File: src/verilog/apu_regs_pkg.sv
package apu_regs_pkg;

	// register window offsets
	localparam logic [7:0] NR30_ADDR      = 8'h1a; // dac enable
	localparam logic [7:0] NR32_ADDR      = 8'h1c; // output level
	localparam logic [7:0] NR33_ADDR      = 8'h1d; // period low byte
	localparam logic [7:0] NR34_ADDR      = 8'h1e; // period high, trigger
	localparam logic [7:0] WAVE_BASE_ADDR = 8'h30; // wave ram window start

	// field positions inside the register bytes
	localparam int DAC_BIT     = 7;
	localparam int LEVEL_LSB   = 5;
	localparam int LEVEL_W     = 2;
	localparam int TRIG_BIT    = 7;

	// storage geometry
	localparam int WAVE_BYTES   = 16;
	localparam int WAVE_SAMPLES = 32;
	localparam int IDX_W        = $clog2(WAVE_BYTES);
	localparam int POS_W        = $clog2(WAVE_SAMPLES);

	// timing
	localparam int PERIOD_W    = 11;
	localparam int PERIOD_HI_W = PERIOD_W - 8; // bits held in nr34
	localparam int TIMER_DIV   = 2; // clocks per timer step, at least 2
	localparam int DIV_W       = $clog2(TIMER_DIV);
	localparam logic [PERIOD_W-1:0] TIMER_MAX = '1;

	// output flow control
	localparam int SAMPLE_CREDITS = 4;
	localparam int CREDIT_W       = 3;

endpackage

File: src/verilog/wave_pkg.sv
package wave_pkg;

	import apu_regs_pkg::*;

	// one cpu bus access
	typedef struct packed {
		logic       valid;
		logic       wr;
		logic [7:0] addr;
		logic [7:0] wdata;
	} cpu_req_t;

	// held channel control, trigger is a single cycle pulse
	typedef struct packed {
		logic                dac_on;
		logic [LEVEL_W-1:0]  level;
		logic [PERIOD_W-1:0] period;
		logic                trigger;
	} chan_ctrl_t;

	// cpu access aimed at the wave ram
	typedef struct packed {
		logic             valid;
		logic             wr;
		logic [IDX_W-1:0] idx;
		logic [7:0]       data;
	} wave_access_t;

	// playback request from the sequencer
	typedef struct packed {
		logic             valid;
		logic [POS_W-1:0] pos;
		logic             active;
	} wave_fetch_t;

	typedef struct packed {
		logic       valid;
		logic [3:0] sample;
	} sample_t;

endpackage

File: src/verilog/wave_cpu_port.sv
`timescale 1ns/1ps

module wave_cpu_port import apu_regs_pkg::*, wave_pkg::*; (
	input  logic         amuk_4mhz,
	input  logic         rst,
	input  cpu_req_t     cpu_req,
	output chan_ctrl_t   chan_ctrl,
	output wave_access_t wave_acc
);

	logic wr_en;
	logic in_wave;

	assign wr_en   = cpu_req.valid && cpu_req.wr;
	assign in_wave = (cpu_req.addr >= WAVE_BASE_ADDR) &&
		(cpu_req.addr < WAVE_BASE_ADDR + 8'(WAVE_BYTES));

	// channel control registers
	always_ff @(posedge amuk_4mhz) begin
		if (rst) begin
			chan_ctrl <= '0;
		end else begin
			chan_ctrl.trigger <= 1'b0; // pulse, cleared unless rewritten
			if (wr_en) begin
				case (cpu_req.addr)
					NR30_ADDR: begin
						chan_ctrl.dac_on <= cpu_req.wdata[DAC_BIT];
					end
					NR32_ADDR: begin
						chan_ctrl.level <= cpu_req.wdata[LEVEL_LSB +: LEVEL_W];
					end
					NR33_ADDR: begin
						chan_ctrl.period[7:0] <= cpu_req.wdata;
					end
					NR34_ADDR: begin
						chan_ctrl.period[PERIOD_W-1:8] <= cpu_req.wdata[PERIOD_HI_W-1:0];
						chan_ctrl.trigger              <= cpu_req.wdata[TRIG_BIT];
					end
					default: begin
					end
				endcase
			end
		end
	end

	// wave window accesses, one cycle late
	always_ff @(posedge amuk_4mhz) begin
		if (rst) begin
			wave_acc.valid <= 1'b0;
		end else begin
			wave_acc.valid <= cpu_req.valid && in_wave;
			wave_acc.wr    <= cpu_req.wr;
			wave_acc.idx   <= cpu_req.addr[IDX_W-1:0]; // low nibble picks the byte
			wave_acc.data  <= cpu_req.wdata;
		end
	end

	// back to back nr34 writes still give separate pulses downstream
	// only if the bus leaves a gap, which the sequencer relies on
	assert property (@(posedge amuk_4mhz) disable iff (rst)
		chan_ctrl.trigger |=> !chan_ctrl.trigger);

endmodule

File: src/verilog/wave_sequencer.sv
`timescale 1ns/1ps

module wave_sequencer import apu_regs_pkg::*, wave_pkg::*; (
	input  logic        amuk_4mhz,
	input  logic        rst,
	input  chan_ctrl_t  chan_ctrl,
	input  logic        credit_return,
	output wave_fetch_t wave_fetch
);

	logic [DIV_W-1:0]    div_cnt;
	logic [PERIOD_W-1:0] timer;
	logic [POS_W-1:0]    pos;
	logic                active;
	logic                stalled;
	logic [CREDIT_W-1:0] credits;

	logic tick;
	logic at_top;
	logic due;
	logic advance;

	assign tick    = (div_cnt == DIV_W'(TIMER_DIV - 1));
	assign at_top  = (timer == TIMER_MAX);
	assign due     = active && at_top && (tick || stalled); // overflow pending
	assign advance = due && (credits != '0) && !chan_ctrl.trigger;

	// fetch goes out in the advance cycle with the new position
	assign wave_fetch.valid  = advance;
	assign wave_fetch.pos    = pos + POS_W'(1);
	assign wave_fetch.active = active;

	always_ff @(posedge amuk_4mhz) begin
		if (rst) begin
			div_cnt <= '0;
			timer   <= '0;
			pos     <= '0;
			active  <= 1'b0;
			stalled <= 1'b0;
		end else if (chan_ctrl.trigger) begin
			div_cnt <= '0;
			timer   <= chan_ctrl.period;
			pos     <= '0;
			active  <= chan_ctrl.dac_on;
			stalled <= 1'b0;
		end else begin
			if (!chan_ctrl.dac_on) begin
				active <= 1'b0; // dac off stops playback
			end
			if (advance) begin
				timer   <= chan_ctrl.period; // reload on overflow
				pos     <= pos + POS_W'(1); // wraps at 32
				div_cnt <= '0;
				stalled <= 1'b0;
			end else if (due) begin
				stalled <= 1'b1; // no credit, hold at overflow
			end else if (active) begin
				if (tick) begin
					div_cnt <= '0;
					timer   <= timer + PERIOD_W'(1);
				end else begin
					div_cnt <= div_cnt + DIV_W'(1);
				end
			end
		end
	end

	// one credit per issued sample, one back per mixer return
	always_ff @(posedge amuk_4mhz) begin
		if (rst) begin
			credits <= CREDIT_W'(SAMPLE_CREDITS);
		end else begin
			credits <= credits + CREDIT_W'(credit_return) - CREDIT_W'(advance);
		end
	end

	assert property (@(posedge amuk_4mhz) disable iff (rst)
		credits <= CREDIT_W'(SAMPLE_CREDITS));

	// mixer may only return what it was given
	assert property (@(posedge amuk_4mhz) disable iff (rst)
		credit_return |-> credits != CREDIT_W'(SAMPLE_CREDITS));

	// no fetch in the cycle playback starts
	assert property (@(posedge amuk_4mhz) disable iff (rst)
		wave_fetch.valid |-> $past(active));

endmodule

File: src/verilog/wave_ram.sv
`timescale 1ns/1ps

module wave_ram import apu_regs_pkg::*, wave_pkg::*; (
	input  logic               amuk_4mhz,
	input  logic               rst,
	input  wave_access_t       wave_acc,
	input  wave_fetch_t        wave_fetch,
	input  logic [LEVEL_W-1:0] level,
	output sample_t            sample_out,
	output logic [7:0]         cpu_rdata,
	output logic               cpu_rvalid
);

	logic [7:0] mem [WAVE_BYTES];

	logic [IDX_W-1:0] last_idx; // byte of the last fetch
	logic [IDX_W-1:0] cpu_idx;
	logic [IDX_W-1:0] fetch_idx;
	logic [7:0]       fetch_byte;
	logic [3:0]       nibble;
	logic [3:0]       shifted;

	// playing channel owns the ram, cpu sees the byte being played
	assign cpu_idx = wave_fetch.active ? last_idx : wave_acc.idx;

	assign fetch_idx  = wave_fetch.pos[POS_W-1:1];
	assign fetch_byte = mem[fetch_idx];
	assign nibble     = wave_fetch.pos[0] ? fetch_byte[3:0] : fetch_byte[7:4]; // even is high

	always_comb begin
		case (level)
			2'd0:    shifted = 4'd0; // mute
			2'd1:    shifted = nibble;
			2'd2:    shifted = nibble >> 1;
			default: shifted = nibble >> 2;
		endcase
	end

	// cpu writes, nba order puts them after a same cycle fetch read
	always_ff @(posedge amuk_4mhz) begin
		if (wave_acc.valid && wave_acc.wr) begin
			mem[cpu_idx] <= wave_acc.data;
		end
	end

	always_ff @(posedge amuk_4mhz) begin
		if (rst) begin
			last_idx <= '0;
		end else if (wave_fetch.valid) begin
			last_idx <= fetch_idx;
		end
	end

	// sample register, one cycle behind the fetch
	always_ff @(posedge amuk_4mhz) begin
		if (rst) begin
			sample_out.valid <= 1'b0;
		end else begin
			sample_out.valid <= wave_fetch.valid;
			if (wave_fetch.valid) begin
				sample_out.sample <= shifted;
			end
		end
	end

	// access was registered in the port, so the answer lands one cycle after the bus read
	assign cpu_rvalid = wave_acc.valid && !wave_acc.wr;
	assign cpu_rdata  = cpu_rvalid ? mem[cpu_idx] : 8'h00;

	// an answer always stems from a bus read issued after reset went away
	assert property (@(posedge amuk_4mhz) disable iff (rst)
		cpu_rvalid |-> !$past(rst));

endmodule

File: src/verilog/wave_channel_top.sv
`timescale 1ns/1ps

module wave_channel_top import wave_pkg::*; (
	input  logic       amuk_4mhz,
	input  logic       rst,
	input  cpu_req_t   cpu_req,
	input  logic       credit_return, // one pulse per consumed sample
	output logic [7:0] cpu_rdata,
	output logic       cpu_rvalid,
	output sample_t    sample_out
);

	chan_ctrl_t   chan_ctrl;
	wave_access_t wave_acc;
	wave_fetch_t  wave_fetch;

	// register window and wave window decode
	wave_cpu_port u_cpu_port (
		.amuk_4mhz (amuk_4mhz),
		.rst       (rst),
		.cpu_req   (cpu_req),
		.chan_ctrl (chan_ctrl),
		.wave_acc  (wave_acc)
	);

	// timer, position and credits
	wave_sequencer u_sequencer (
		.amuk_4mhz     (amuk_4mhz),
		.rst           (rst),
		.chan_ctrl     (chan_ctrl),
		.credit_return (credit_return),
		.wave_fetch    (wave_fetch)
	);

	// storage and sample shaping
	wave_ram u_wave_ram (
		.amuk_4mhz  (amuk_4mhz),
		.rst        (rst),
		.wave_acc   (wave_acc),
		.wave_fetch (wave_fetch),
		.level      (chan_ctrl.level),
		.sample_out (sample_out),
		.cpu_rdata  (cpu_rdata),
		.cpu_rvalid (cpu_rvalid)
	);

endmodule

File: config.mk
export PLATFORM = sky130hd
export DESIGN_NAME = wave_channel_top
export DESIGN_NICKNAME = d
export VERILOG_FILES = /design/src/verilog/apu_regs_pkg.sv /design/src/verilog/wave_pkg.sv /design/src/verilog/wave_cpu_port.sv /design/src/verilog/wave_sequencer.sv /design/src/verilog/wave_ram.sv /design/src/verilog/wave_channel_top.sv
export SDC_FILE = /design/constraint.sdc
export NUM_CORES = 1
export LEC_CHECK = 0
export CAP_MARGIN = 20
export CORE_MARGIN = 4
export CORE_UTILIZATION = 40
export CTS_CLUSTER_SIZE = 12
export DETAILED_ROUTE_END_ITERATION = 7
export DONT_BUFFER_PORTS = 1
export GPL_ROUTABILITY_DRIVEN = 0
export HOLD_SLACK_MARGIN = 0.08
export SETUP_SLACK_MARGIN = 0.15
export SYNTH_ARGS = -nofsm -noshare
export SYNTH_HDL_FRONTEND = slang
export SYNTH_SLANG_ARGS = --single-unit
File: constraint.sdc
create_clock -name amuk_4mhz -period 3.75 [get_ports amuk_4mhz]
set_input_delay 0.1875 -clock amuk_4mhz [delete_from_list [all_inputs] [get_ports amuk_4mhz]]
set_output_delay 0.1875 -clock amuk_4mhz [all_outputs]
set_load 0.005 [all_outputs]
[After elaboration in Yosys (flattened, before gate mapping)]
Memories as Yosys holds them, arrays and structs flattened.
Cells that the tools add are included.
Cells by class
  equal/unequal tests: 9
  bitwise operators: 4
  reductions and logical operators: 26
  add/sub/neg operators: 5
  order comparisons: 2
  multiplexer cells: 14
Operators with widths (count)
  $mux W11: 5
  $eq A8 B5 Y1 const B: 4
  $pmux W4 S3: 1
  $reduce_and A2 Y1: 6
  $add A11 B1 Y11 const B: 1
  $eq A11 B11 Y1 const B: 1
  $logic_and A1 B1 Y1: 9
  $reduce_bool A3 Y1: 3
  $ge A8 B6 Y1 const B: 1
  $lt A8 B7 Y1 const B: 1
  $mux W4: 2
  $mux W8: 1
  $reduce_or A3 Y1: 2
  $add A5 B1 Y5 const B: 1
  $mux W1: 5
  $not A1 Y1: 4
  $add A3 B1 Y3: 1
  $ne A3 B3 Y1 const B: 1
  $reduce_and A3 Y1: 1
  $sub A3 B1 Y3: 1
  $eq A2 B1 Y1 const B: 1
  $eq A2 B2 Y1 const B: 1
  $logic_not A1 Y1: 2
  $logic_not A2 Y1: 1
  other kinds (4): 4
Storage, ports and cells
  output and inout bits: 14
  register bits: 60
  memory bits (writable): 128
  memories: 1
Memories
  u_wave_ram.mem: depth 16, bits a word 8, rd ports 2, clocked after Yosys merged registers in 0, write ports 1, line wave_ram.sv:14  | logic [7:0] mem [WAVE_BYTES];

[Depth between registers and ports, before layout]
Gate-level depths: netlist (run 1).
  depth after elaboration: 7
  mapped depth: 12
  depth with buffers taken out: 11

[Hierarchy]
A second synthesis (run 1) with hierarchy kept.
Unflattened totals
  cell total of the unflattened synthesis: 611
  area total of the unflattened synthesis: 9062.4 µm²
Modules (own cells, without submodules)
  wave_ram: area each 6675.2 µm², times used 1, cells an instance 375
  wave_sequencer: area each 1303.8 µm², times used 1, cells an instance 154
  wave_cpu_port: area each 1083.5 µm², times used 1, cells an instance 82

[Worst setup path after synthesis (run 1)]
No wires, ideal clock.
  path kind: reg2reg
  start point: register u_sequencer.timer[0]
  end point: register u_sequencer.credits[2]
  path buffers: 1
  arrival: 2.545 ns
  period minus slack after synthesis: 2.683 ns
  cell stages (with the launch flop): 13
  slack: 1.067 ns
  required time: 3.612 ns
  path through: dfxtp_1 ha_1 and2_1 nand4_1 nor4_1 buf_2 ha_1 inv_1 ha_1 fa_1 xnor2_1 xnor2_1 nand2_1
Between the ends
  word-level cells in the longest chain between the ends: 6
RTL lines
  start: declaration: line wave_sequencer.sv:12  | logic [PERIOD_W-1:0] timer;
  start signal: assignment: line wave_sequencer.sv:42  | timer <= chan_ctrl.period;
  start signal: assignment: line wave_sequencer.sv:51  | timer <= chan_ctrl.period;
  start signal: assignment: line wave_sequencer.sv:60  | timer <= timer + PERIOD_W'(1);
  $eq A11 B11 Y1: line wave_sequencer.sv:24  | assign at_top = (timer == TIMER_MAX);
  $logic_and A1 B1 Y1 (2 in a row): line wave_sequencer.sv:25  | assign due = active && at_top && (tick || stalled);
  $logic_and A1 B1 Y1 (2 in a row): line wave_sequencer.sv:26  | assign advance = due && (credits != '0) && !chan_ctrl.trigger;
  via u_sequencer.advance: line wave_sequencer.sv:21  | logic advance;
  $sub A3 B1 Y3: line wave_sequencer.sv:73  | credits <= credits + CREDIT_W'(credit_return) - CREDIT_W'(advance);
  end signal: assignment: line wave_sequencer.sv:71  | credits <= CREDIT_W'(SAMPLE_CREDITS);
  end signal: assignment: line wave_sequencer.sv:73
  end: declaration: line wave_sequencer.sv:16  | logic [CREDIT_W-1:0] credits;
The timed path passes the listed nets, and every way through them passes these cells.
A chain may end at the register's enable or synchronous reset.

[Final worst setup path (run 1)]
  start point: register u_sequencer.pos[1]
  end point: register u_wave_ram.sample_out[1] (netlist name)
Between the ends
  word-level cells in the longest chain between the ends: 4
RTL lines
  start: declaration: line wave_sequencer.sv:13  | logic [POS_W-1:0] pos;
  start signal: assignment: line wave_sequencer.sv:52  | pos <= pos + POS_W'(1);
  $add A5 B1 Y5: line wave_sequencer.sv:30  | assign wave_fetch.pos = pos + POS_W'(1);
  $mem_v2 Z16 W8
  $mux W4: line wave_ram.sv:28  | assign nibble = wave_fetch.pos[0] ? fetch_byte[3:0] : fetch_byte[7:4];
  $pmux W4 S3: line wave_ram.sv:31  | case (level)
  via u_wave_ram.shifted[1]: line wave_ram.sv:21  | logic [3:0] shifted;
The timed path passes the listed nets, and every way through them passes these cells.

==> flow_summary_export.csv, run 1 <==
group,metric,value,unit
floorplanning,dieArea,24630,sq um
grt,grt_util_met3,4.069,%
grt,overflow,0,
clock_network,cts_tree,"done",
critical_path,setup.worst_path.class,"flop to flop",
synthesis,yosys-mux-area-fraction,19.39,%
floorplanning,pin_count,35,
power_and_ir_drop,switching_power,0.9504,mW
power_and_ir_drop,power.total,4.361,mW
power_and_ir_drop,p_leak,3.432,nW
floorplanning,fp.coreArea,21820,sq um
timing,rsz0062_at_grt,"no",
synthesis,yosys_most_used_dff,"edfxtp_1",
power_and_ir_drop,power_frac_comb,4.5,%
timing,worst_pin_slew,0.9736,ns
timing,slew_violations,0,
detailed_routing,drc,0,
timing,fmax,0.3079,GHz
clock_network,cts_inserted_buffers,17,
synthesis,syn_inst,587,
clock_network,cts_sinks,188,
layout,layout_common_cells,"edfxtp_1, nor2_1, mux4_2",
timing,setup_viol,0,
synthesis,synth_area_per_cell,15.11,sq um
clock_network,root_buffer,"clkbuf_16",
layout,final_common_cell,"edfxtp_1",
detailed_routing,first_iter_violations,542,
synthesis,synthAdderAreaFrac,0.7897,%
detailed_routing,ant_nets,0,
detailed_routing,wl_per_cell,22.71,microns
synthesis,ys_seq_area_share,58.78,%
layout,fin_area,10220,sq um
power_and_ir_drop,intPower,3.410,mW
critical_path,cp_max_fo,14,
critical_path,start_kind,"flop",
detailed_routing,wirelength,21030,microns
synthesis,synth_area,8872,sq um
synthesis,yosysWarnings,0,
layout,nFillCells,1841,
placed_design,post-dp-hpwl,15000,microns
grt,grt_pass1_vias,5500,
detailed_routing,drtPass1Iterations,6,
grt,met1_usage,23.81,%
placed_design,dpl_cell_area,9380,sq um
layout,n_antenna_cell,0,
detailed_routing,vias,5451,
timing,clock_skew,0.006862,ns
floorplanning,start_util,40.65,%
clock_network,worstSkewPairLatency,0.43,ns
grt,grtUsageTotal,17.70,%
detailed_routing,via_per_inst,5.887,
clock_network,h-tree-depth,4,
power_and_ir_drop,pwr-share-seq,52.9,%
placed_design,pre_cts_slack,0.5675,ns
timing,fin_setup_tns,0,ns
timing,fin_crit,3.248,ns
floorplanning,chipWidth,156.9,microns
timing,fin_crit_sh,86.62,%
floorplanning,die_h,156.9,microns
layout,area_growth,15.19,%
critical_path,critPathArrivalTime,3.40,ns
synthesis,synth-simple-area-share,8.870,%
grt,grt_max_degree,31,
flow_run,drv_cap,0,
power_and_ir_drop,p_per_area,426.7,nW/um^2
timing,hold_viol,0,
clock_network,cts_resized,0,
clock_network,cts_buffer_depth,2,
outcome,status,"finished clean",
critical_path,crit_required,3.90,ns
grt,grtUsageMet2,28.52,%
timing,final.setup.worst_slack,0.5017,ns
timing,slew_headroom,34.49,%
floorplanning,num_rows,54,
synthesis,ys_async_sr_fraction,0,%
synthesis,synth_edf_count,145,
synthesis,synth-compound-area-share,6.797,%
clock_network,clk_pin_slew_worst_paths,0.07,ns
synthesis,ys_ff_latch,188,
synthesis,synth-xor-area-share,2.651,%
grt,grt_antenna_before_repair,0,
grt,top_usage_layer,"met2",
power_and_ir_drop,p_clk_share,42.6,%
power_and_ir_drop,switching_share,21.79,%
layout,nets,659,
synthesis,synth_top_family_by_area,"multiplexers",
critical_path,cp-end-kind,"flop",
synthesis,synth_nets,613,
placed_design,portBuffers,0,
synthesis,synth.distinct_cells,66,
layout,post_route_cells_drive_above_1_share,22.45,%
power_and_ir_drop,irDropWorstVdd,0.2384,mV
grt,grt_pass1_wl,32520,microns
min_path,hp-class,"input pin to flop",
==> synthesized netlist by cell type, types with 3 or more instances <==
cell type | count | area (sq um)
dfxtp_1 | 43 | 860.8
ha_1 | 4 | 50.05
clkbuf_1 | 10 | 37.54
mux2i_1 | 32 | 320.3
nand3_1 | 10 | 50.05
nand4_1 | 8 | 50.05
o21ai_0 | 8 | 40.04
a211oi_1 | 27 | 202.7
o2111ai_1 | 3 | 26.28
xor2_1 | 9 | 78.83
nor3b_1 | 3 | 22.52
nand2_1 | 29 | 108.9
nor2_1 | 58 | 217.7
buf_6 | 7 | 78.83
nand2b_1 | 6 | 37.54
xnor2_1 | 11 | 96.34
buf_2 | 10 | 50.05
edfxtp_1 | 145 | 4354
a21oi_1 | 6 | 30.03
nor2b_1 | 12 | 75.07
and3_1 | 4 | 25.02
mux4_1 | 7 | 183.9
nor3_1 | 10 | 50.05
mux4_2 | 52 | 1171
a21boi_0 | 6 | 45.04
nor4_1 | 3 | 18.77
buf_4 | 5 | 37.54
inv_1 | 9 | 33.78
==> area by class of cell <==
cell class	instances	area (sq um)	area share, %
Clock inverter	10	82.58	0.8080
Timing Repair Buffer	60	534.3	5.228
Sequential cell	188	5215	51.03
Clock buffer	22	539.3	5.277
Inverter	9	33.78	0.3306
Multi-Input combinational cell	357	3465	33.90
Tap cell	280	350.3	3.428
==> stage by stage <==
stage | hold WS (ns) | util, % | std cells
final | 0.1107 | 46.83 | 926
after global routing | 0.1194 | 46.83 | 926
after CTS | 0.08310 | 46.70 | 925
after detailed placement | 0.2648 | 42.98 | 874
after global placement | 0.2627 | 42.93 | 873
after floorplan | 0.2864 | - | 587
==> per-layer routing <==
metal  wire length (microns)  vias up
met5                       0        -
met4                     481        0
met3                    1306       31
met2                   10350      199
met1                    8895     2791
li1                        -     2430
==> power by group through the flow <==
stage	logic (mW)	clock network [mW]	registers, mW
after global placement	0.169	0	2.35
final	0.196	1.86	2.31
after detailed placement	0.171	0	2.35
after global routing	0.213	1.98	2.31
after CTS	0.195	1.88	2.31
after floorplan	0.135	0	2.33
==> flip-flops by register name (all words and copies together), names as in the netlist <==
name	cells
u_sequencer.stalled	1
u_cpu_port.wave_acc	14
u_wave_ram.sample_out	5
u_sequencer.div_cnt	1
u_sequencer.credits	3
u_wave_ram.last_idx	4
u_sequencer.active	1
u_sequencer.pos	5
u_cpu_port.chan_ctrl	15
u_wave_ram.mem	128
u_sequencer.timer	11
==> path summary, 6_finish.rpt <==
check	from	end	slack, ns	cells past startpoint
setup / recovery	u_sequencer.pos[1]	u_wave_ram.sample_out[1]	0.50	8
hold reg to reg	u_sequencer.stalled	u_sequencer.stalled	0.47	1
setup reg to reg	u_sequencer.pos[1]	u_wave_ram.sample_out[1]	0.50	8
hold / removal	cpu_req[8]	u_cpu_port.chan_ctrl[0]	0.11	2
==> worst max-delay path: stages (launching register included) <==
cell and delay [ns]:
dfxtp_1 0.44, ha_2 0.38, xor2_4 0.49, mux4_2 0.40
a21boi_0 0.14, a2111oi_0 0.58, mux2_2 0.31, or2_1 0.11
o221ai_1 0.11
==> cells by family (layout without fill, tap and decap cells) <==
kind of cell,Yosys count,after routing
DFF,188,188
and+or+nand+nor,159,159
muxes,94,94
AOI/OAI and AO/OA,76,76
buffers and inverters,42,101
xor gates and xnor gates,23,23
adders and majority gates,5,5
==> repair_timing <==
action,4_1_cts,5_1_grt
hold endpoints to repair,50,0
hold buffers,19,0
setup buffers,0,0
(Power assumes the default switching activity.)
==> run 2, diff against run 1 <==
--- a/config.mk
+++ b/config.mk
@@ -5,7 +5,9 @@
 export SDC_FILE = /design/constraint.sdc
 export NUM_CORES = 1
 export LEC_CHECK = 0
+export ABC_AREA = 1
 export CAP_MARGIN = 20
+export CORE_ASPECT_RATIO = 0.7
 export CORE_MARGIN = 4
 export CORE_UTILIZATION = 40
 export CTS_CLUSTER_SIZE = 12
==> run 2 against run 1 <==
- non-clock buffer count down 15
- synthesized area up 4.6%
- combinational power up 17%
- die area up 4.5%
- critical endpoint is now cpu_rdata[1]
- worst setup slack worse by 0.052 ns
- via count up 38%
- fmax down 1.6%
- sequential power about the same
- clock skew up 0.011 ns
- clock power about the same
- final area up 2.2%
- sequential cell count unchanged
- highest routed layer unchanged
==> flow_summary_export.csv, run 2 <==
group,metric,value,unit
floorplanning,chipWidth,190.1,microns
layout,nets,1134,
critical_path,cp_max_fo,22,
synthesis,ys_async_sr_fraction,0,%
power_and_ir_drop,power.total,4.381,mW
placed_design,pre_cts_slack,0.7852,ns
floorplanning,pin_count,35,
detailed_routing,drtPass1Iterations,5,
synthesis,synth_area_leader_cell,"edfxtp_1",
layout,n_antenna_cell,0,
layout,regMostFlops,"u_wave_ram.mem",
grt,grtUsageTotal,20.25,%
timing,fmax,0.3030,GHz
flow_run,drv_cap,0,
critical_path,worstReg2RegEnd,"u_sequencer.credits[2]",
synthesis,ys_ff_latch,188,
layout,reg_top3,"u_wave_ram.mem (128), u_cpu_port.chan_ctrl (15), u_cpu_port.wave_acc (14)",
critical_path,reg2reg_setup_slack,0.71,ns
min_path,min-delay-start,"cpu_req[9]",
layout,fin_area,10450,sq um
grt,grt_max_degree,54,
timing,fin_setup_tns,0,ns
timing,worst_pin_slew,0.9616,ns
detailed_routing,ant_nets,0,
clock_network,root_buffer,"clkbuf_16",
detailed_routing,vias,7541,
clock_network,cts_inserted_buffers,17,
layout,final_common_cell,"nand2_1",
critical_path,crit_path_max_incr_delay,0.58,ns
clock_network,post_cts.repair.setup_buffers,0,
floorplanning,fp.coreArea,22730,sq um
critical_path,cpMostUsedCell,"nand2_1",
detailed_routing,wirelength,25880,microns
clock_network,cts_resized,0,
critical_path,cp-startpoint,"u_sequencer.active",
clock_network,clk_pin_slew_worst_paths,0.08,ns
layout,largest_reg_flops,128,
clock_network,h-tree-depth,4,
min_path,hp-class,"input pin to flop",
clock_network,cts_sinks,188,
synthesis,yosys_most_used_dff,"edfxtp_1",
layout,post_route_cells_drive_above_1_share,7.939,%
synthesis,synth_common_cells,"nand2_1, edfxtp_1, inv_1",
floorplanning,start_util,40.83,%
timing,fin_crit,3.300,ns
timing,fin_crit_sh,88.00,%
clock_network,worstSkewPairLatency,0.44,ns
min_path,min_to,"u_cpu_port.chan_ctrl[11]",
critical_path,crit_slowest_cell,"inv_2",
timing,setup_viol,0,
critical_path,cp-end-kind,"output port",
critical_path,start_kind,"flop",
synthesis,synth_area,9281,sq um
detailed_routing,drc,0,
floorplanning,dieArea,25740,sq um
synthesis,synth_nets,1114,
critical_path,critPathArrivalTime,3.11,ns
min_path,whs_path_depth,3,
power_and_ir_drop,p_per_area,419.3,nW/um^2
floorplanning,die_h,135.4,microns
layout,area_growth,12.55,%
placed_design,post-dp-hpwl,17910,microns
placed_design,dpl_cell_area,9643,sq um
critical_path,setup.worst_path.class,"flop to output port",
synthesis,synth_area_per_cell,8.531,sq um
outcome,status,"finished clean",
timing,slew_violations,0,
placed_design,portBuffers,0,
grt,grt_pass1_vias,6942,
grt,grt_pass1_wl,39900,microns
synthesis,syn_inst,1088,
synthesis,synth_edf_count,145,
layout,final_util,45.95,%
synthesis,synth.distinct_cells,33,
detailed_routing,wl_per_cell,18.06,microns
power_and_ir_drop,p_leak,4.211,nW
synthesis,yosysWarnings,0,
critical_path,worst-r2r-cell-count,15,
clock_network,cts_buffer_depth,2,
synthesis,synth_top_area_share,46.91,%
detailed_routing,first_iter_violations,910,
synthesis,synthTopCellsByArea,"edfxtp_1, nand2_1, dfxtp_1, inv_1, nand3_1",
detailed_routing,via_per_inst,5.262,
timing,clock_skew,0.01833,ns
timing,slew_headroom,35.55,%
timing,hold_viol,0,
grt,overflow,0,
layout,layout_common_cells,"nand2_1, edfxtp_1, inv_1",
floorplanning,num_rows,46,
clock_network,cts_tree,"done",
timing,rsz0062_at_grt,"no",
critical_path,path_cells,"inv_2 > nand2_1 > nand2_1 > inv_2 > nor2_2 > buf_4 > a22oi_1 > nand2_1 > nand2_1 > nand3_1 > nor2_1",
critical_path,crit_required,3.56,ns
synthesis,synth_most_common_cell,"nand2_1",
grt,grt_antenna_before_repair,0,
critical_path,rr_startpoint,"u_sequencer.timer[0]",
power_and_ir_drop,irDropWorstVdd,0.3229,mV
synthesis,ys_seq_area_share,56.19,%
timing,final.setup.worst_slack,0.4500,ns
## run 2: cell types whose count changed in the layout (fill, tap and decap cells not counted), moves of 11 or more
| cell | before | now |
|---|---|---|
| inv_2 | 0 | 11 |
| nor3_1 | 10 | 50 |
| xnor2_1 | 11 | 0 |
| buf_4 | 38 | 25 |
| nand2_1 | 29 | 328 |
| inv_1 | 9 | 133 |
| o21ai_0 | 8 | 65 |
| nor2b_1 | 12 | 0 |
| mux2i_1 | 29 | 0 |
| a211oi_1 | 27 | 1 |
| mux4_2 | 52 | 0 |
| a22oi_1 | 2 | 25 |
| nand3_1 | 10 | 73 |
| a21oi_1 | 6 | 67 |
## run 2: metrics by stage
stage | cells | hold WS (ns)
after floorplan | 1088 | 0.2864
after global placement | 1381 | 0.2610
final | 1433 | 0.1222
after detailed placement | 1381 | 0.2600
after CTS | 1433 | 0.1037
after global routing | 1433 | 0.1426
## run 2: layout make-up
type / instances / area [sq um]
Timing Repair Buffer: 45 / 387.9
Multi-Input combinational cell: 712 / 3309
Fill cell: 2206 / 12290
Clock inverter: 11 / 111.4
Tap cell: 312 / 390.4
Sequential cell: 188 / 5215
Clock buffer: 21 / 491.7
Inverter: 144 / 540.5
## run 2: critical path, delay by kind of cell (launching register included)
kind,cells,cell delay (ns)
buffers and inverters,3,0.93
DFF,1,0.44
and+or+nand+nor,7,1.13
AOI/OAI and AO/OA,1,0.18
## run 2: what timing repair did
action,4_1_cts,5_1_grt
hold buffers,20,0
setup endpoints to repair,0,0
hold endpoints to repair,39,0
## run 2: kinds of logic after synthesis
| group | after synthesis | share of synthesized area (%) |
|---|---|---|
| flip-flops | 188 | 56.19 |
| AND/OR/NAND/NOR | 535 | 24.29 |
| AO/OA/AOI/OAI | 161 | 9.410 |
| XOR/XNOR | 11 | 1.119 |
| adder cells (fa/ha/maj) | 5 | 0.7550 |
| buffers and inverters | 188 | 8.237 |
## run 2: worst max path at each step
stage                             end  slack (ns)
2_1_floorplan  u_sequencer.credits[2]        1.17
3_3_place_gp   u_sequencer.credits[2]        0.86
3_5_place_dp   u_sequencer.credits[2]        0.79
4_1_cts                  cpu_rdata[3]        0.48
5_1_grt                  cpu_rdata[1]        0.22
6_report                 cpu_rdata[1]        0.45
## run 2: per-layer routing
layer  track usage (%)  up-vias  wire length [microns]
li1                  -     3629                      -
met1             32.11     3523                  12660
met3             4.946       35                   2625
met2             27.13      354                  10110
met5                 0        -                      0
met4             5.703        0                    481
## run 2: power by group
| part | leakage (nW) | total, mW | switching, mW | internal (mW) |
|---|---|---|---|---|
| combinational | 2.25 | 0.230 | 0.158 | 0.0720 |
| clock | 0.303 | 1.84 | 0.860 | 0.980 |
| sequential | 1.66 | 2.31 | 0.0439 | 2.27 |
| total | 4.21 | 4.38 | 1.06 | 3.32 |
